File: config.mk
export PLATFORM = sky130hd
export DESIGN_NAME = symbol_pair
export DESIGN_NICKNAME = d
export VERILOG_FILES = /design/src/rtl/viterbi_pkg.sv /design/src/rtl/symbol_pair.sv
export SDC_FILE = /design/constraint.sdc
export NUM_CORES = 1
export LEC_CHECK = 0
export BUFFER_PORTS_ARGS = -buffer_cell sky130_fd_sc_hd__buf_2
export CELL_PAD_IN_SITES_DETAIL_PLACEMENT = 1
export CELL_PAD_IN_SITES_GLOBAL_PLACEMENT = 1
export CORE_MARGIN = 5
export CORE_UTILIZATION = 38
export DETAILED_ROUTE_END_ITERATION = 10
export PLACE_DENSITY = 0.86
export RECOVER_POWER = 100
export SLEW_MARGIN = 20
export SYNTH_ARGS = -nofsm -noshare
export SYNTH_HDL_FRONTEND = slang
export SYNTH_SLANG_ARGS = --single-unit
File: constraint.sdc
create_clock -name clk -period 1.3 [get_ports clk]
set_input_delay 0.195 -clock clk [delete_from_list [all_inputs] [get_ports clk]]
set_output_delay 0.195 -clock clk [all_outputs]
set_load 0.01 [all_outputs]
File: src/rtl/viterbi_pkg.sv
package viterbi_pkg;

  // Rate 1/2, K = 7 code
  localparam int CONSTRAINT_LEN = 7;
  localparam int NUM_STATES     = 2 ** (CONSTRAINT_LEN - 1);

  localparam logic [CONSTRAINT_LEN-1:0] POLY_G0 = 7'o171; // I bit
  localparam logic [CONSTRAINT_LEN-1:0] POLY_G1 = 7'o133; // Q bit

  localparam int SOFT_WIDTH = 8;
  localparam int BM_WIDTH   = 9;  // Two 8-bit distances summed
  localparam int SM_WIDTH   = 16;

  // Unknown start state is biased away from state 0
  localparam int INIT_BIAS = 2 ** 10;

  typedef logic signed [SOFT_WIDTH-1:0]     soft_t;
  typedef logic        [SOFT_WIDTH-1:0]     ubyte_t;
  typedef logic        [BM_WIDTH-1:0]       bm_t;
  typedef logic        [SM_WIDTH-1:0]       sm_t;
  typedef logic        [CONSTRAINT_LEN-2:0] state_t;
  typedef logic        [NUM_STATES-1:0]     decision_t;

  typedef enum logic {
    PHASE_I,
    PHASE_Q
  } pair_phase_e;

  // Encoder outputs {I, Q} when in_bit enters a register holding prev_state
  // Newest bit sits in the MSB of the window
  function automatic logic [1:0] code_bits(input state_t prev_state, input logic in_bit);
    logic [CONSTRAINT_LEN-1:0] window;
    window = {in_bit, prev_state};
    return {^(window & POLY_G0), ^(window & POLY_G1)};
  endfunction

endpackage

File: src/rtl/symbol_pair.sv
module symbol_pair (
  input  logic                clk,
  input  logic                sys_rst,
  input  viterbi_pkg::soft_t  soft_in,
  input  logic                soft_valid,
  output logic                soft_ready,
  output logic                pair_valid,
  input  logic                pair_ready,
  output viterbi_pkg::ubyte_t pair_i,
  output viterbi_pkg::ubyte_t pair_q
);

  viterbi_pkg::pair_phase_e phase;
  viterbi_pkg::ubyte_t      i_hold;
  viterbi_pkg::ubyte_t      sample_ub;
  logic                     take;

  // Sign flip maps -128..127 onto 0..255
  assign sample_ub = {~soft_in[viterbi_pkg::SOFT_WIDTH-1], soft_in[viterbi_pkg::SOFT_WIDTH-2:0]};

  // Stall both samples while a finished pair is still waiting
  assign soft_ready = !pair_valid || pair_ready;
  assign take       = soft_valid && soft_ready;

  always_ff @(posedge clk) begin
    if (sys_rst) begin
      phase      <= viterbi_pkg::PHASE_I;
      pair_valid <= 1'b0;
    end else begin
      if (pair_ready) begin
        pair_valid <= 1'b0;
      end
      if (take) begin
        if (phase == viterbi_pkg::PHASE_Q) begin
          pair_valid <= 1'b1;
          phase      <= viterbi_pkg::PHASE_I;
        end else begin
          phase <= viterbi_pkg::PHASE_Q;
        end
      end
    end
  end

  always_ff @(posedge clk) begin
    if (take) begin
      if (phase == viterbi_pkg::PHASE_I) begin
        i_hold <= sample_ub;
      end else begin
        pair_i <= i_hold;
        pair_q <= sample_ub;
      end
    end
  end

endmodule

==> out/metrics.csv <==
metric;value;unit
DIE AREA;3234;µm²
sequential share of power;0.700;
Die Wd;56.87;µm
Synthesis Warnings;0;
via count;432;
CTS root buf;clkbuf_4;
Layout Utilization;0.4723;
combinational share of power;0.065;
DRT Wirelength;1450;µm
layout cells sized above 1;0.1714;
reg2reg setup slack;0.11;ns
Power Dens Cells;1384;nW/µm²
startpoint types;flip-flop;
area taken by flip-flops and latches;760.7;µm²
DRT antenna net count;0;
crit-path max cell delay;0.42;ns
Setup crit end kind;flip-flop;
critical path depth;2;
H-tree levels;1;
Clock Path Buffers;2;
row cnt;17;
filler cell count;229;
Crit path max-delay family;simple AND/OR/NAND/NOR gates;
reg2reg end;pair_q[5]$_DFFE_PP_;
core area;2148;µm²
Cell Area, Synth;834.6;µm²
CP bufs+invs;0;
Final Skew;0.006891;ns
WP data arrival;1.17;ns
worst vdd ir;0.6009;mV
DRC violations left;0;
Crit. Startpoint;pair_valid$_SDFF_PP0_;
Via density;4.408;
Seq/Total Area, Yosys;0.9115;
CTS clock-pin slew for the worst setup and hold paths;0.12;ns
CTS tree;built;
GR Util All Layers;0.09769;
required time of the critical path;1.28;ns
crit path max fanout;16;
status;finished clean;
die height;56.87;µm
initial antenna violation count;0;
setup TNS;0;ns
cell-internal power;1120;µW
unrepaired setup endpoints after global routing;no;
total net switching power;284.9;µW
reg2reg path depth;2;
drt pass-1 iters;3;
worst hold path class;input pin to flip-flop;
FF-to-FF Start;pair_valid$_SDFF_PP0_;
Crit-path slowest cell;and3_2;
WL per Instance;14.80;µm
Antenna diodes;0;
pin count of the biggest net entering global routing;17;
max-cap viol count;0;
setup bufs post-CTS;0;
first-iteration detailed-routing DRC count;11;
Setup crit end;pair_q[5]$_DFFE_PP_;
initial core utilization;0.3885;
multi-input logic area;70.07;µm²
nets;83;
vias in the first global route;458;
Overflow after GRT;0;
Hold Violations, Final;0;
first-pass GRT wire length;2373;µm
Least-Margin Pin Slew;0.3540;ns
synth unique cells;11;
io pins;30;
Synthesized Nets;48;
Port Buffers;29;
post-CTS sizing;0;
Net Sw Frac;0.2028;
fmax;840.2;MHz
Num Clock Sinks;26;
Post-CTS Hold Fix Bufs;0;
Clk Latency, worst-skew pair;0.30;ns
setup violators final;0;
Max Transition Viols Final;0;
area growth from synthesis to layout;21.59;%
CP Class;flip-flop to flip-flop;
Synth Register Bits;26;
Pleak;0.0003442;µW
min Tclk post-route;1.190;ns
worst rel slew slack;0.7640;
worst path cell trace;nand2b_4 -> and3_2;
Placer Congestion;0.6597;
CTS Buf Count;3;
fin crit share;0.9155;
syn_area_per_cell;23.18;µm²
Mapped Cells;36;
clock power share;0.234;
placed cells by master (no fill, tap or decap), drive strengths merged:
cell / n
clkbuf: 30
edfxtp: 24
buf: 4
nor2: 2
dfxtp: 2
nand2: 2
nand2b: 1
and3: 1
inv: 1
a21oi: 1
nor2b: 1
mux2: 1
cell usage after synthesis, drive strengths merged:
cell / number / share of area
and3: 1 / 0.0090
mux2: 1 / 0.018
dfxtp: 2 / 0.048
edfxtp: 24 / 0.86
inv: 1 / 0.0045
a21oi: 1 / 0.0060
nor2: 2 / 0.0090
nand2: 2 / 0.018
nand2b: 1 / 0.016
nor2b: 1 / 0.0075
per-stage QoR:
stage	hold WS [ns]	area, µm²	setup slack (ns)	total power, µW	instances
detailed placement	0.3952	1022	0.09621	1108	94
global placement	0.3869	1022	0.1376	1096	94
finish	0.08275	1015	0.1098	1405	98
floorplan	0.2641	834.6	0.04526	1045	36
CTS	0.07226	1049	0.08726	1432	98
global route	0.06101	1015	0.05599	1477	98
sequential cells by signal, indices dropped and copies added, names as in the netlist:
| name | flops |
|---|---|
| pair_valid | 1 |
| pair_q | 8 |
| pair_i | 8 |
| phase | 1 |
| i_hold | 8 |
metal layers:
layer	GRT usage	vias up	share of wire
met4	0.01987	0	0.0028
met3	0.03908	2	0.089
met1	0.1163	209	0.40
li1	-	204	-
met5	0	-	0
met2	0.1667	17	0.51
logic make-up after synthesis:
group,count (synthesis),share of synthesized area
DFF,26,0.9115
and+or+nand+nor,7,0.05997
AOI/OAI and AO/OA,1,0.005991
muxes,1,0.01799
buffers and inverters,1,0.004493
power by group through the flow:
stage | sequential [µW] | combinational, µW | clock [µW]
2_1_floorplan | 1010 | 33.4 | 0
3_3_place_gp | 998 | 97.9 | 0
3_5_place_dp | 1000 | 105 | 0
4_1_cts | 984 | 106 | 343
5_1_grt | 990 | 103 | 385
6_report | 984 | 91.6 | 329
worst min path at each step:
stage | endpoint | slack [ns] | depth (start not counted) | from
final | pair_valid$_SDFF_PP0_ | 0.08 | 2 | sys_rst
after global routing | pair_valid$_SDFF_PP0_ | 0.06 | 2 | sys_rst
after CTS | pair_q[2]$_DFFE_PP_ | 0.07 | 1 | soft_in[2]
after detailed placement | i_hold[6]$_DFFE_PP_ | 0.40 | 1 | soft_in[6]
after global placement | pair_q[4]$_DFFE_PP_ | 0.39 | 1 | soft_in[4]
after floorplan | pair_valid$_SDFF_PP0_ | 0.26 | 1 | sys_rst
worst register-to-register path: cells and delay by family (launching register included):
| family | cells | cell delay [ns] |
|---|---|---|
| and+or+nand+nor | 2 | 0.52 |
| DFF | 1 | 0.36 |
area by class of cell:
cell class,count,share of cell area
Tap cell,28,0.03453
Clock buffer,4,0.02589
Multi-Input combinational cell,9,0.06905
Inverter,1,0.003699
Sequential cell,26,0.7497
Timing Repair Buffer,30,0.1171
(Power assumes the default switching activity.)
