[config.mk]
export PLATFORM = sky130hd
export DESIGN_NAME = survivor_exchange
export DESIGN_NICKNAME = d
export VERILOG_FILES = /design/src/rtl/viterbi_pkg.sv /design/src/rtl/survivor_exchange.sv
export SDC_FILE = /design/constraint.sdc
export NUM_CORES = 2
export LEC_CHECK = 0
export BUFFER_PORTS_ARGS = -buffer_cell sky130_fd_sc_hd__buf_2
export CORE_MARGIN = 4
export CORE_UTILIZATION = 30
export CTS_CLUSTER_SIZE = 10
export DETAILED_ROUTE_END_ITERATION = 10
export GPL_ROUTABILITY_DRIVEN = 0
export GPL_TIMING_DRIVEN = 0
export PLACE_DENSITY = 0.49
export SETUP_SLACK_MARGIN = 0.4
export SLEW_MARGIN = 10
export SYNTH_ARGS = -nofsm -noshare
export SYNTH_HDL_FRONTEND = slang
export SYNTH_SLANG_ARGS = --single-unit
[constraint.sdc]
create_clock -name clk -period 233.6 [get_ports clk]
set_clock_uncertainty 0.15 [all_clocks]
set_input_delay 23.36 -clock clk [delete_from_list [all_inputs] [get_ports clk]]
set_output_delay 23.36 -clock clk [all_outputs]
set_load 0.02 [all_outputs]
[src/rtl/viterbi_pkg.sv]
package viterbi_pkg;

  // Rate 1/2, K = 7 code
  localparam int CONSTRAINT_LEN = 7;
  localparam int NUM_STATES     = 2 ** (CONSTRAINT_LEN - 1);

  localparam logic [CONSTRAINT_LEN-1:0] POLY_G0 = 7'o171; // I bit
  localparam logic [CONSTRAINT_LEN-1:0] POLY_G1 = 7'o133; // Q bit

  localparam int SOFT_WIDTH = 8;
  localparam int BM_WIDTH   = 9;  // Two 8-bit distances summed
  localparam int SM_WIDTH   = 16;

  // Unknown start state is biased away from state 0
  localparam int INIT_BIAS = 2 ** 10;

  typedef logic signed [SOFT_WIDTH-1:0]     soft_t;
  typedef logic        [SOFT_WIDTH-1:0]     ubyte_t;
  typedef logic        [BM_WIDTH-1:0]       bm_t;
  typedef logic        [SM_WIDTH-1:0]       sm_t;
  typedef logic        [CONSTRAINT_LEN-2:0] state_t;
  typedef logic        [NUM_STATES-1:0]     decision_t;

  typedef enum logic {
    PHASE_I,
    PHASE_Q
  } pair_phase_e;

  // Encoder outputs {I, Q} when in_bit enters a register holding prev_state
  // Newest bit sits in the MSB of the window
  function automatic logic [1:0] code_bits(input state_t prev_state, input logic in_bit);
    logic [CONSTRAINT_LEN-1:0] window;
    window = {in_bit, prev_state};
    return {^(window & POLY_G0), ^(window & POLY_G1)};
  endfunction

endpackage

[src/rtl/survivor_exchange.sv]
module survivor_exchange #(
  parameter int DECODE_DEPTH = 42
) (
  input  logic                   clk,
  input  logic                   sys_rst,
  input  logic                   dec_valid,
  output logic                   dec_ready,
  input  viterbi_pkg::decision_t decisions,
  output logic                   bit_out,
  output logic                   bit_valid,
  input  logic                   bit_ready
);

  localparam int NS         = viterbi_pkg::NUM_STATES;
  localparam int FILL_WIDTH = $clog2(DECODE_DEPTH + 1);

  // Newest decoded bit in the LSB of each path
  logic [DECODE_DEPTH-1:0] paths      [NS];
  logic [DECODE_DEPTH-1:0] paths_next [NS];
  logic [FILL_WIDTH-1:0]   fill;
  logic                    full;
  logic                    oldest_bit;
  logic                    take;

  assign dec_ready = !bit_valid || bit_ready;
  assign take      = dec_valid && dec_ready;
  assign full      = (fill == FILL_WIDTH'(DECODE_DEPTH));

  always_comb begin
    viterbi_pkg::state_t pred;
    logic                in_bit;
    for (int s = 0; s < NS; s++) begin
      pred          = viterbi_pkg::state_t'(2 * s) | viterbi_pkg::state_t'(decisions[s]);
      in_bit        = (s >= NS / 2);
      paths_next[s] = {paths[pred][DECODE_DEPTH-2:0], in_bit};
    end
  end

  // Bit that falls off state 0's survivor on this update
  assign oldest_bit = paths[viterbi_pkg::state_t'(decisions[0])][DECODE_DEPTH-1];

  always_ff @(posedge clk) begin
    if (sys_rst) begin
      fill      <= '0;
      bit_valid <= 1'b0;
    end else begin
      if (bit_ready) begin
        bit_valid <= 1'b0;
      end
      if (take) begin
        if (full) begin
          bit_valid <= 1'b1;
        end else begin
          fill <= fill + FILL_WIDTH'(1);
        end
      end
    end
  end

  always_ff @(posedge clk) begin
    if (take) begin
      paths <= paths_next;
      if (full) begin
        bit_out <= oldest_bit;
      end
    end
  end

endmodule

==> results.md <==
- Clock latency on the worst-skew pair: 880 ps
- Nets: 4,734
- PortBufs: 69
- Most common cell in the netlist: edfxtp_1
- Die area: 0.293 mm^2
- DRC: 0
- Hpwl dp: 169 mm
- Global route overflow: 0
- Ys flop type: edfxtp_1
- Critical path launch point type: input port
- WP data required: 210,090 ps
- Mapped cell area: 0.0852 mm^2
- Final setup vio count: 0
- RSZ-0062 raised after global routing: no
- Number of max-cap violations: 0
- Core Region: 0.283 mm^2
- Largest net degree at the start of global routing: 34
- Crit end category: output port
- EDFF count, synth: 2,047
- Vias in the first global route: 41.7k
- Num ports: 71
- Critical path's most frequent cell: buf_2
- Post-layout min period: 47,480 ps
- Mapped Cells: 4,283
- DRT iter0 DRCs: 2,934
- Top cells by area, synth: edfxtp_1, mux2_2, buf_2, mux2_1, dfxtp_1
- Area Overhead vs Synth: 15.1%
- Outcome: complete, no violations
- Post-synth top area cell: edfxtp_1
- Post-place setup slack: 186,120 ps
- Wire per inst: 26.2 um
- DIE WIDTH: 541 um
- Top cell type's share of synthesized area: 72.1%
- GR Util All Layers: 14.9%
- Fillers: 26.5k
- ANT nets after route: 0
- CTS tree: done
- Slew headroom: 20.9%
- Syn avg cell area: 19.9 um^2
- Total number of H-tree levels: 4
- Seq cells post-synth: 2,054
- Worst path max stage delay: 160 ps
- TritonCTS Sinks: 2,054
- Leak: 0.0328 uW
- Slew @ Worst Pin: 1190 ps
- Rows: 195
- Sequential area share after synthesis: 72.3%
- Post-Route Setup TNS: 0 ps
- Post-CTS Resized: 0
- Layout cell share with drive strength beyond 1: 54.4%
- CP max stage cell: buf_2
- Synth async-reset ratio: 0%
- Most common library cells after synthesis: edfxtp_1, mux2_2, buf_2
- Tot Pwr: 847 uW
- Initial antenna violation count: 37
- Post-synth cell types: 26
- Slew Limit Fails: 0
- Final period utilization: 20.3%
- Final WS setup: 186,120 ps
- Syn_nets: 4,353
- CP Cell Sequence: buf_2 -> nor2b_4 -> buf_6 -> inv_1 -> buf_2
- WS Path Type: input port to output port
- Clk slew on worst S/H paths: 60 ps
- Final Util: 34.7%
- Die H: 541 um
- Power per cell area: 8.63 mW/mm^2
- Initial cell density of the core: 30.2%
- Worst path buffer plus inverter count: 4
- Critical path arrival: 23,970 ps
- DRT Wirelength: 222 mm
- Max Clock Freq: 21.1 MHz
- Vias/cell: 4.59
- Ys Warns: 0
- Vias post-DR: 38.9k
- CP max FO: 10
- Total CTS buffers: 234
- Post-CTS Setup Repair Bufs: 0
- First-pass GRT wire length: 311 mm
- Root Buffer: clkbuf_16
- Hold Vio Cnt, Final: 0
- Hold Crit Class: register to register
- Drt pass-1 iters: 5
- Crit path max-delay family: buffers and inverters
- CTS Buffer Depth: 4
- Worst vdd ir: 0.00000547 V
- Cts-stage hold buffer count: 0
worst reg2reg max path: stages (launching register included):
cell     delay [ps]
dfxtp_1         310
nor2b_4         120
buf_6           130
nor2_4          540
buf_12          280
buf_12          230
buf_12          240
buf_12          240
buf_12          230
buf_12          230
buf_12          230
buf_12          250
buf_12          230
buf_12          260
buf_12          250
buf_12          230
worst paths after layout:
| path | startpoint | end | slack (ps) | cells past startpoint |
|---|---|---|---|---|
| max | bit_ready | dec_ready | 186120 | 5 |
| max reg2reg | bit_valid | paths[219] | 229190 | 15 |
| min | fill[4] | fill[4] | 370 | 2 |
| min reg2reg | fill[4] | fill[4] | 370 | 2 |
layout by cell type (no fill, tap or decap), types with 4 or more instances in the layout:
cell type / synthesis / routed
buf_12: 0 / 63
buf_16: 0 / 13
buf_2: 194 / 263
clkbuf_1: 14 / 41
clkbuf_16: 0 / 238
dfxtp_1: 7 / 7
diode_2: 0 / 24
edfxtp_1: 2047 / 2047
inv_1: 4 / 4
mux2_1: 18 / 18
mux2_2: 1967 / 1967
layer usage:
metal / vias up / GRT usage (%) / share of wire, %
met5: - / 0 / 0
met4: 0 / 5.44 / 4.0
met3: 308 / 1.82 / 3.8
met2: 811 / 25.4 / 49
met1: 20000 / 19.5 / 43
li1: 17800 / - / -
cells by family (layout without fill, tap and decap cells):
kind of cell	after synthesis	count (layout)	share of synthesized area, %
AO/OA/AOI/OAI	9	9	0.0910
adder cells (fa/ha/maj)	2	2	0.0294
buffers and inverters	214	632	1.24
flip-flops	2054	2054	72.3
multiplexers	1985	1985	26.2
other	0	24	0
AND/OR/NAND/NOR	19	19	0.134
final cells by class:
class / instances / area [um^2] / share of cell area [%]
inverters: 4 / 15.0 / 0.0153
clock buffers: 265 / 6060 / 6.18
flip-flops and latches: 2054 / 61600 / 62.8
multi-input cells: 2015 / 22600 / 23.0
diodes: 24 / 60.1 / 0.0612
well taps: 3743 / 4680 / 4.78
clock inverters: 8 / 58.8 / 0.0600
plain buffers: 210 / 1040 / 1.06
repair buffers: 145 / 1960 / 2.00
where the power goes:
group	switching, uW	internal, uW
Combinational	37.2	34.8
Sequential	15.5	444
Clock	136	179
per-stage QoR:
stage	hold WS (ps)	cells	area (um^2)
finish	368	8468	98100
floorplan	310	4283	85200
detailed placement	350	8171	91900
CTS	362	8444	98000
global placement	353	8095	90300
global route	393	8446	98000
state kept, by name, summed over array words and instances (netlist names):
signal and flops:
fill 6, bit_out 1, bit_valid 1, paths 2046
Note: power is estimated with default switching activity, not from simulation.
