$ cat config.mk
export PLATFORM = sky130hd
export DESIGN_NAME = branch_metric_flat
export DESIGN_NICKNAME = d
export VERILOG_FILES = /design/src/rtl/viterbi_pkg.sv /design/src/rtl/branch_metric_if.sv /design/src/rtl/branch_metric.sv /design/src/flat_wrapper.sv
export SDC_FILE = /design/constraint.sdc
export NUM_CORES = 1
export LEC_CHECK = 0
export BUFFER_PORTS_ARGS = -buffer_cell sky130_fd_sc_hd__buf_2
export CORE_ASPECT_RATIO = 1.2
export CORE_MARGIN = 3
export CORE_UTILIZATION = 49
export CTS_CLUSTER_DIAMETER = 150
export DETAILED_ROUTE_END_ITERATION = 10
export PLACE_DENSITY_LB_ADDON = 0.12
export SLEW_MARGIN = 10
export SYNTH_ARGS = -nofsm -noshare
export SYNTH_HDL_FRONTEND = slang
export SYNTH_SLANG_ARGS = --single-unit
$ cat constraint.sdc
create_clock -name clk -period 2.04 [get_ports clk]
set_clock_uncertainty 0.15 [all_clocks]
set_input_delay 0.306 -clock clk [delete_from_list [all_inputs] [get_ports clk]]
set_output_delay 0.306 -clock clk [all_outputs]
set_load 0.005 [all_outputs]
$ cat src/rtl/viterbi_pkg.sv
package viterbi_pkg;

  // Rate 1/2, K = 7 code
  localparam int CONSTRAINT_LEN = 7;
  localparam int NUM_STATES     = 2 ** (CONSTRAINT_LEN - 1);

  localparam logic [CONSTRAINT_LEN-1:0] POLY_G0 = 7'o171; // I bit
  localparam logic [CONSTRAINT_LEN-1:0] POLY_G1 = 7'o133; // Q bit

  localparam int SOFT_WIDTH = 8;
  localparam int BM_WIDTH   = 9;  // Two 8-bit distances summed
  localparam int SM_WIDTH   = 16;

  // Unknown start state is biased away from state 0
  localparam int INIT_BIAS = 2 ** 10;

  typedef logic signed [SOFT_WIDTH-1:0]     soft_t;
  typedef logic        [SOFT_WIDTH-1:0]     ubyte_t;
  typedef logic        [BM_WIDTH-1:0]       bm_t;
  typedef logic        [SM_WIDTH-1:0]       sm_t;
  typedef logic        [CONSTRAINT_LEN-2:0] state_t;
  typedef logic        [NUM_STATES-1:0]     decision_t;

  typedef enum logic {
    PHASE_I,
    PHASE_Q
  } pair_phase_e;

  // Encoder outputs {I, Q} when in_bit enters a register holding prev_state
  // Newest bit sits in the MSB of the window
  function automatic logic [1:0] code_bits(input state_t prev_state, input logic in_bit);
    logic [CONSTRAINT_LEN-1:0] window;
    window = {in_bit, prev_state};
    return {^(window & POLY_G0), ^(window & POLY_G1)};
  endfunction

endpackage

$ cat src/rtl/branch_metric_if.sv
interface branch_metric_if;

  logic             valid;
  logic             ready;
  viterbi_pkg::bm_t bm_00; // Expected I = 0, Q = 0
  viterbi_pkg::bm_t bm_01;
  viterbi_pkg::bm_t bm_10;
  viterbi_pkg::bm_t bm_11;

  modport src (
    output valid,
    output bm_00,
    output bm_01,
    output bm_10,
    output bm_11,
    input  ready
  );

  modport dst (
    input  valid,
    input  bm_00,
    input  bm_01,
    input  bm_10,
    input  bm_11,
    output ready
  );

endinterface

$ cat src/rtl/branch_metric.sv
module branch_metric (
  input  logic                clk,
  input  logic                sys_rst,
  input  logic                pair_valid,
  output logic                pair_ready,
  input  viterbi_pkg::ubyte_t pair_i,
  input  viterbi_pkg::ubyte_t pair_q,
  branch_metric_if.src        bm
);

  viterbi_pkg::bm_t dist0_i;
  viterbi_pkg::bm_t dist1_i;
  viterbi_pkg::bm_t dist0_q;
  viterbi_pkg::bm_t dist1_q;
  logic             take;

  // Distance to a 0 is the sample itself
  assign dist0_i = {1'b0, pair_i};
  assign dist0_q = {1'b0, pair_q};
  // 255 - x is the bitwise inverse of an 8-bit value
  assign dist1_i = {1'b0, ~pair_i};
  assign dist1_q = {1'b0, ~pair_q};

  assign pair_ready = !bm.valid || bm.ready;
  assign take       = pair_valid && pair_ready;

  always_ff @(posedge clk) begin
    if (sys_rst) begin
      bm.valid <= 1'b0;
    end else begin
      if (bm.ready) begin
        bm.valid <= 1'b0;
      end
      if (take) begin
        bm.valid <= 1'b1;
      end
    end
  end

  always_ff @(posedge clk) begin
    if (take) begin
      bm.bm_00 <= dist0_i + dist0_q;
      bm.bm_01 <= dist0_i + dist1_q;
      bm.bm_10 <= dist1_i + dist0_q;
      bm.bm_11 <= dist1_i + dist1_q;
    end
  end

endmodule

$ cat src/flat_wrapper.sv
// flat-port wrapper written by rule: the top's interface ports become plain ports
module branch_metric_flat 
  (clk, sys_rst, pair_valid, pair_ready, pair_i, pair_q, bm_valid, bm_bm_00, bm_bm_01, bm_bm_10, bm_bm_11, bm_ready);
  branch_metric_if bm_i ();
  input  logic clk;
  input  logic sys_rst;
  input  logic pair_valid;
  output logic pair_ready;
  input  viterbi_pkg::ubyte_t pair_i;
  input  viterbi_pkg::ubyte_t pair_q;
  output wire logic [$bits(bm_i.valid)-1:0] bm_valid;
  output wire logic [$bits(bm_i.bm_00)-1:0] bm_bm_00;
  output wire logic [$bits(bm_i.bm_01)-1:0] bm_bm_01;
  output wire logic [$bits(bm_i.bm_10)-1:0] bm_bm_10;
  output wire logic [$bits(bm_i.bm_11)-1:0] bm_bm_11;
  input wire logic [$bits(bm_i.ready)-1:0] bm_ready;
  assign bm_valid = bm_i.valid;
  assign bm_bm_00 = bm_i.bm_00;
  assign bm_bm_01 = bm_i.bm_01;
  assign bm_bm_10 = bm_i.bm_10;
  assign bm_bm_11 = bm_i.bm_11;
  assign bm_i.ready = bm_ready;
  branch_metric u_core (.clk(clk), .sys_rst(sys_rst), .pair_valid(pair_valid), .pair_ready(pair_ready), .pair_i(pair_i), .pair_q(pair_q), .bm(bm_i));
endmodule
==> results.md <==
* Status: finished, final reports clean
* Crit path DAT at 1860 ps
* Leakage at 1.55 nW
* Syn Area/Cell at 10.4 um2
* Post-DR vias/cell at 5.31
* Switching share of total power at 29.2%
* Drt wl/cell at 14.8 um
* Post-CTS resize count at 0
* Total Routing Usage GR at 20.3%
* EDFF count, synth at 34
* Nets at 405
* Number of H-tree levels at 2
* CTS buffer count at 5
* N_diodes at 0
* Gate power share at 31.4%
* CTS tree: built
* Crit Path Max Fanout at 3
* Slew HR at 76.5%
* Via count at 2168
* Hold Path Class: in2reg
* Clock transition at path regs at 70 ps
* Crit path required time at 1990 ps
* Total power draw at 2.12 mW
* Initial Utilization at 51.4%
* Final WS setup at 134 ps
* Drt total wl at 6020 um
* Netlist cell types at 38
* Clock power frac at 25.0%
* Die width at 72.2 um
* Async SR Flop Fraction at 0%
* Die Footprint at 6160 um2
* Power Density at 636 nW/um2
* DRC Markers at 0
* RSZ-0062 raised after global routing: false
* Global-route wire length before repair at 9600 um
* Final Hold Vio Count at 0
* Share of cells above drive strength 1 at 32.5%
* Share of the synthesized area in the top cell type at 39.7%
* DRT iter0 DRCs at 154
* Final setup viols at 0
* Main synth FF type: edfxtp_1
* Number of global-route vias before repair at 2085
* Post-DP HPWL at 4790 um
* Initial antenna violation count at 0
* Non-filler instance count after layout at 408
* Max cap viols at 0
* Routability Congestion at 0.880
* Most common cell in the netlist: inv_1
* Final Critical Period at 1910 ps
* Mapped Cells at 248
* Critical path class: in2reg
* CP Launch Type: input port
* ANT nets after route at 0
* NetSw at 0.618 mW
* Synth Warn # at 0
* Crit. End Element: flop
* First-pass detailed-route iteration total at 4
* Core Footprint at 5010 um2
* Worst-skew pair later-pin latency at 290 ps
* # clock sinks at 35
* Synth area leaders: edfxtp_1, ha_1, xnor2_1
* Final design utilization at 66.5%
* Grt ovf at 0
* Max Transition Viols Final at 0
* Post-synth net total at 306
* # IOs at 58
* # hold bufs at CTS at 0
* Clock buffer depth at 2
* Pre-CTS setup slack at -146 ps
* Setup bufs post-CTS at 0
* Synth top cells by count: inv_1, edfxtp_1, ha_1
* Maximum number of pins on one net before global-route repair at 35
* Placed cells at 400
* Port bufs at 57
* Pint at 1.50 mW
* Final period utilization at 93.4%
* Sequential area share after synthesis at 40.4%
* Synth-to-layout area growth at 29.5%
* Clock root cell: clkbuf_8
* Die height at 85.4 um
* Site row count at 28
* Area leader, netlist: edfxtp_1
* Reg power frac at 43.6%
* Synthesis-stage register bit count at 35
* Cell area after synthesis at 2570 um2
* Achievable Freq at 525 MHz
* Peak supply drop at 0.285 mV
* Worst Max-Slew Pin Slew at 352 ps
## worst paths after layout
path / from / to / slack (ps) / cells after the start
setup reg to reg: u_core.bm.valid$_SDFFE_PP0P_ / u_core.bm.bm_00[4]$_DFFE_PP_ / 760 / 3
setup / recovery: pair_q[0] / u_core.bm.bm_01[6]$_DFFE_PP_ / 130 / 8
hold / removal: sys_rst / u_core.bm.valid$_SDFFE_PP0P_ / 30 / 2
hold reg to reg: u_core.bm.valid$_SDFFE_PP0P_ / u_core.bm.valid$_SDFFE_PP0P_ / 380 / 2
## cells by family (layout without fill, tap and decap cells)
kind of cell | Yosys count | after routing | synth area share, %
AND/OR/NAND/NOR | 55 | 55 | 11.4
AO/OA/AOI/OAI | 53 | 53 | 14.0
buffers and inverters | 47 | 147 | 7.58
adder cells (fa/ha/maj) | 38 | 38 | 19.6
flip-flops | 35 | 35 | 40.4
XOR/XNOR | 17 | 17 | 5.79
multiplexers | 3 | 3 | 1.17
## registers in the layout, indices dropped and copies added, names as in the netlist
name and count:
u_core.bm.bm_10 9, u_core.bm.valid 1, u_core.bm.bm_01 8, u_core.bm.bm_00 8, u_core.bm.bm_11 9
## power by group through the flow
stage               sequential (mW)  clock, mW  combinational (mW)
floorplan                     0.955          0               0.355
global placement              0.938          0               0.651
detailed placement            0.943          0               0.665
CTS                           0.927      0.539               0.669
global route                  0.932      0.570               0.737
finish                        0.925      0.530               0.665
## cell usage in the layout, fill, tap and decap left out, types with 3 or more instances in the layout
cell	synthesis	layout
o21bai_1	3	3
nand3_1	6	6
fa_1	4	4
clkbuf_8	0	6
inv_1	35	35
nor2_1	12	12
a221oi_1	3	3
a221o_1	4	4
mux2i_1	3	3
buf_2	3	57
a21oi_1	17	17
edfxtp_1	34	34
nand2_1	7	7
ha_1	34	34
buf_4	2	43
nand2b_1	10	10
o21a_1	3	3
nor3_1	10	10
o21ai_0	10	10
o211ai_1	5	5
or4_1	4	4
xnor2_1	16	16
## metrics by stage
stage	hold WS [ps]	instance area [um2]	TNS [ps]
5_1_grt	33.1	3330	0
2_1_floorplan	225	2570	0
3_3_place_gp	315	3240	-668
6_report	26.5	3330	0
3_5_place_dp	334	3240	-1210
4_1_cts	29.5	3330	0
## metal layers
metal | share of wire, % | vias to the layer above | track usage [%] | wire [um]
li1 | - | 1058 | - | -
met1 | 40 | 1029 | 24.1 | 2400
met2 | 52 | 72 | 36.0 | 3160
met3 | 5.7 | 9 | 3.91 | 341
met4 | 1.9 | 0 | 7.35 | 114
met5 | 0 | - | 0 | 0
## area by class of cell
cell class              count  area (um2)
fillers                   414        1680
multi-input cells         166        1340
flip-flops and latches     35        1040
repair buffers            102         648
inverters                  37         139
clock buffers               7        86.3
well taps                  60        75.1
clock inverters             1        5.00
## critical path, stage by stage
cell,delay (ps)
buf_2,110
inv_1,60
ha_1,210
fa_1,410
nand2b_1,140
a221oi_1,100
or4_1,410
o311ai_0,110
(Power assumes the default switching activity.)
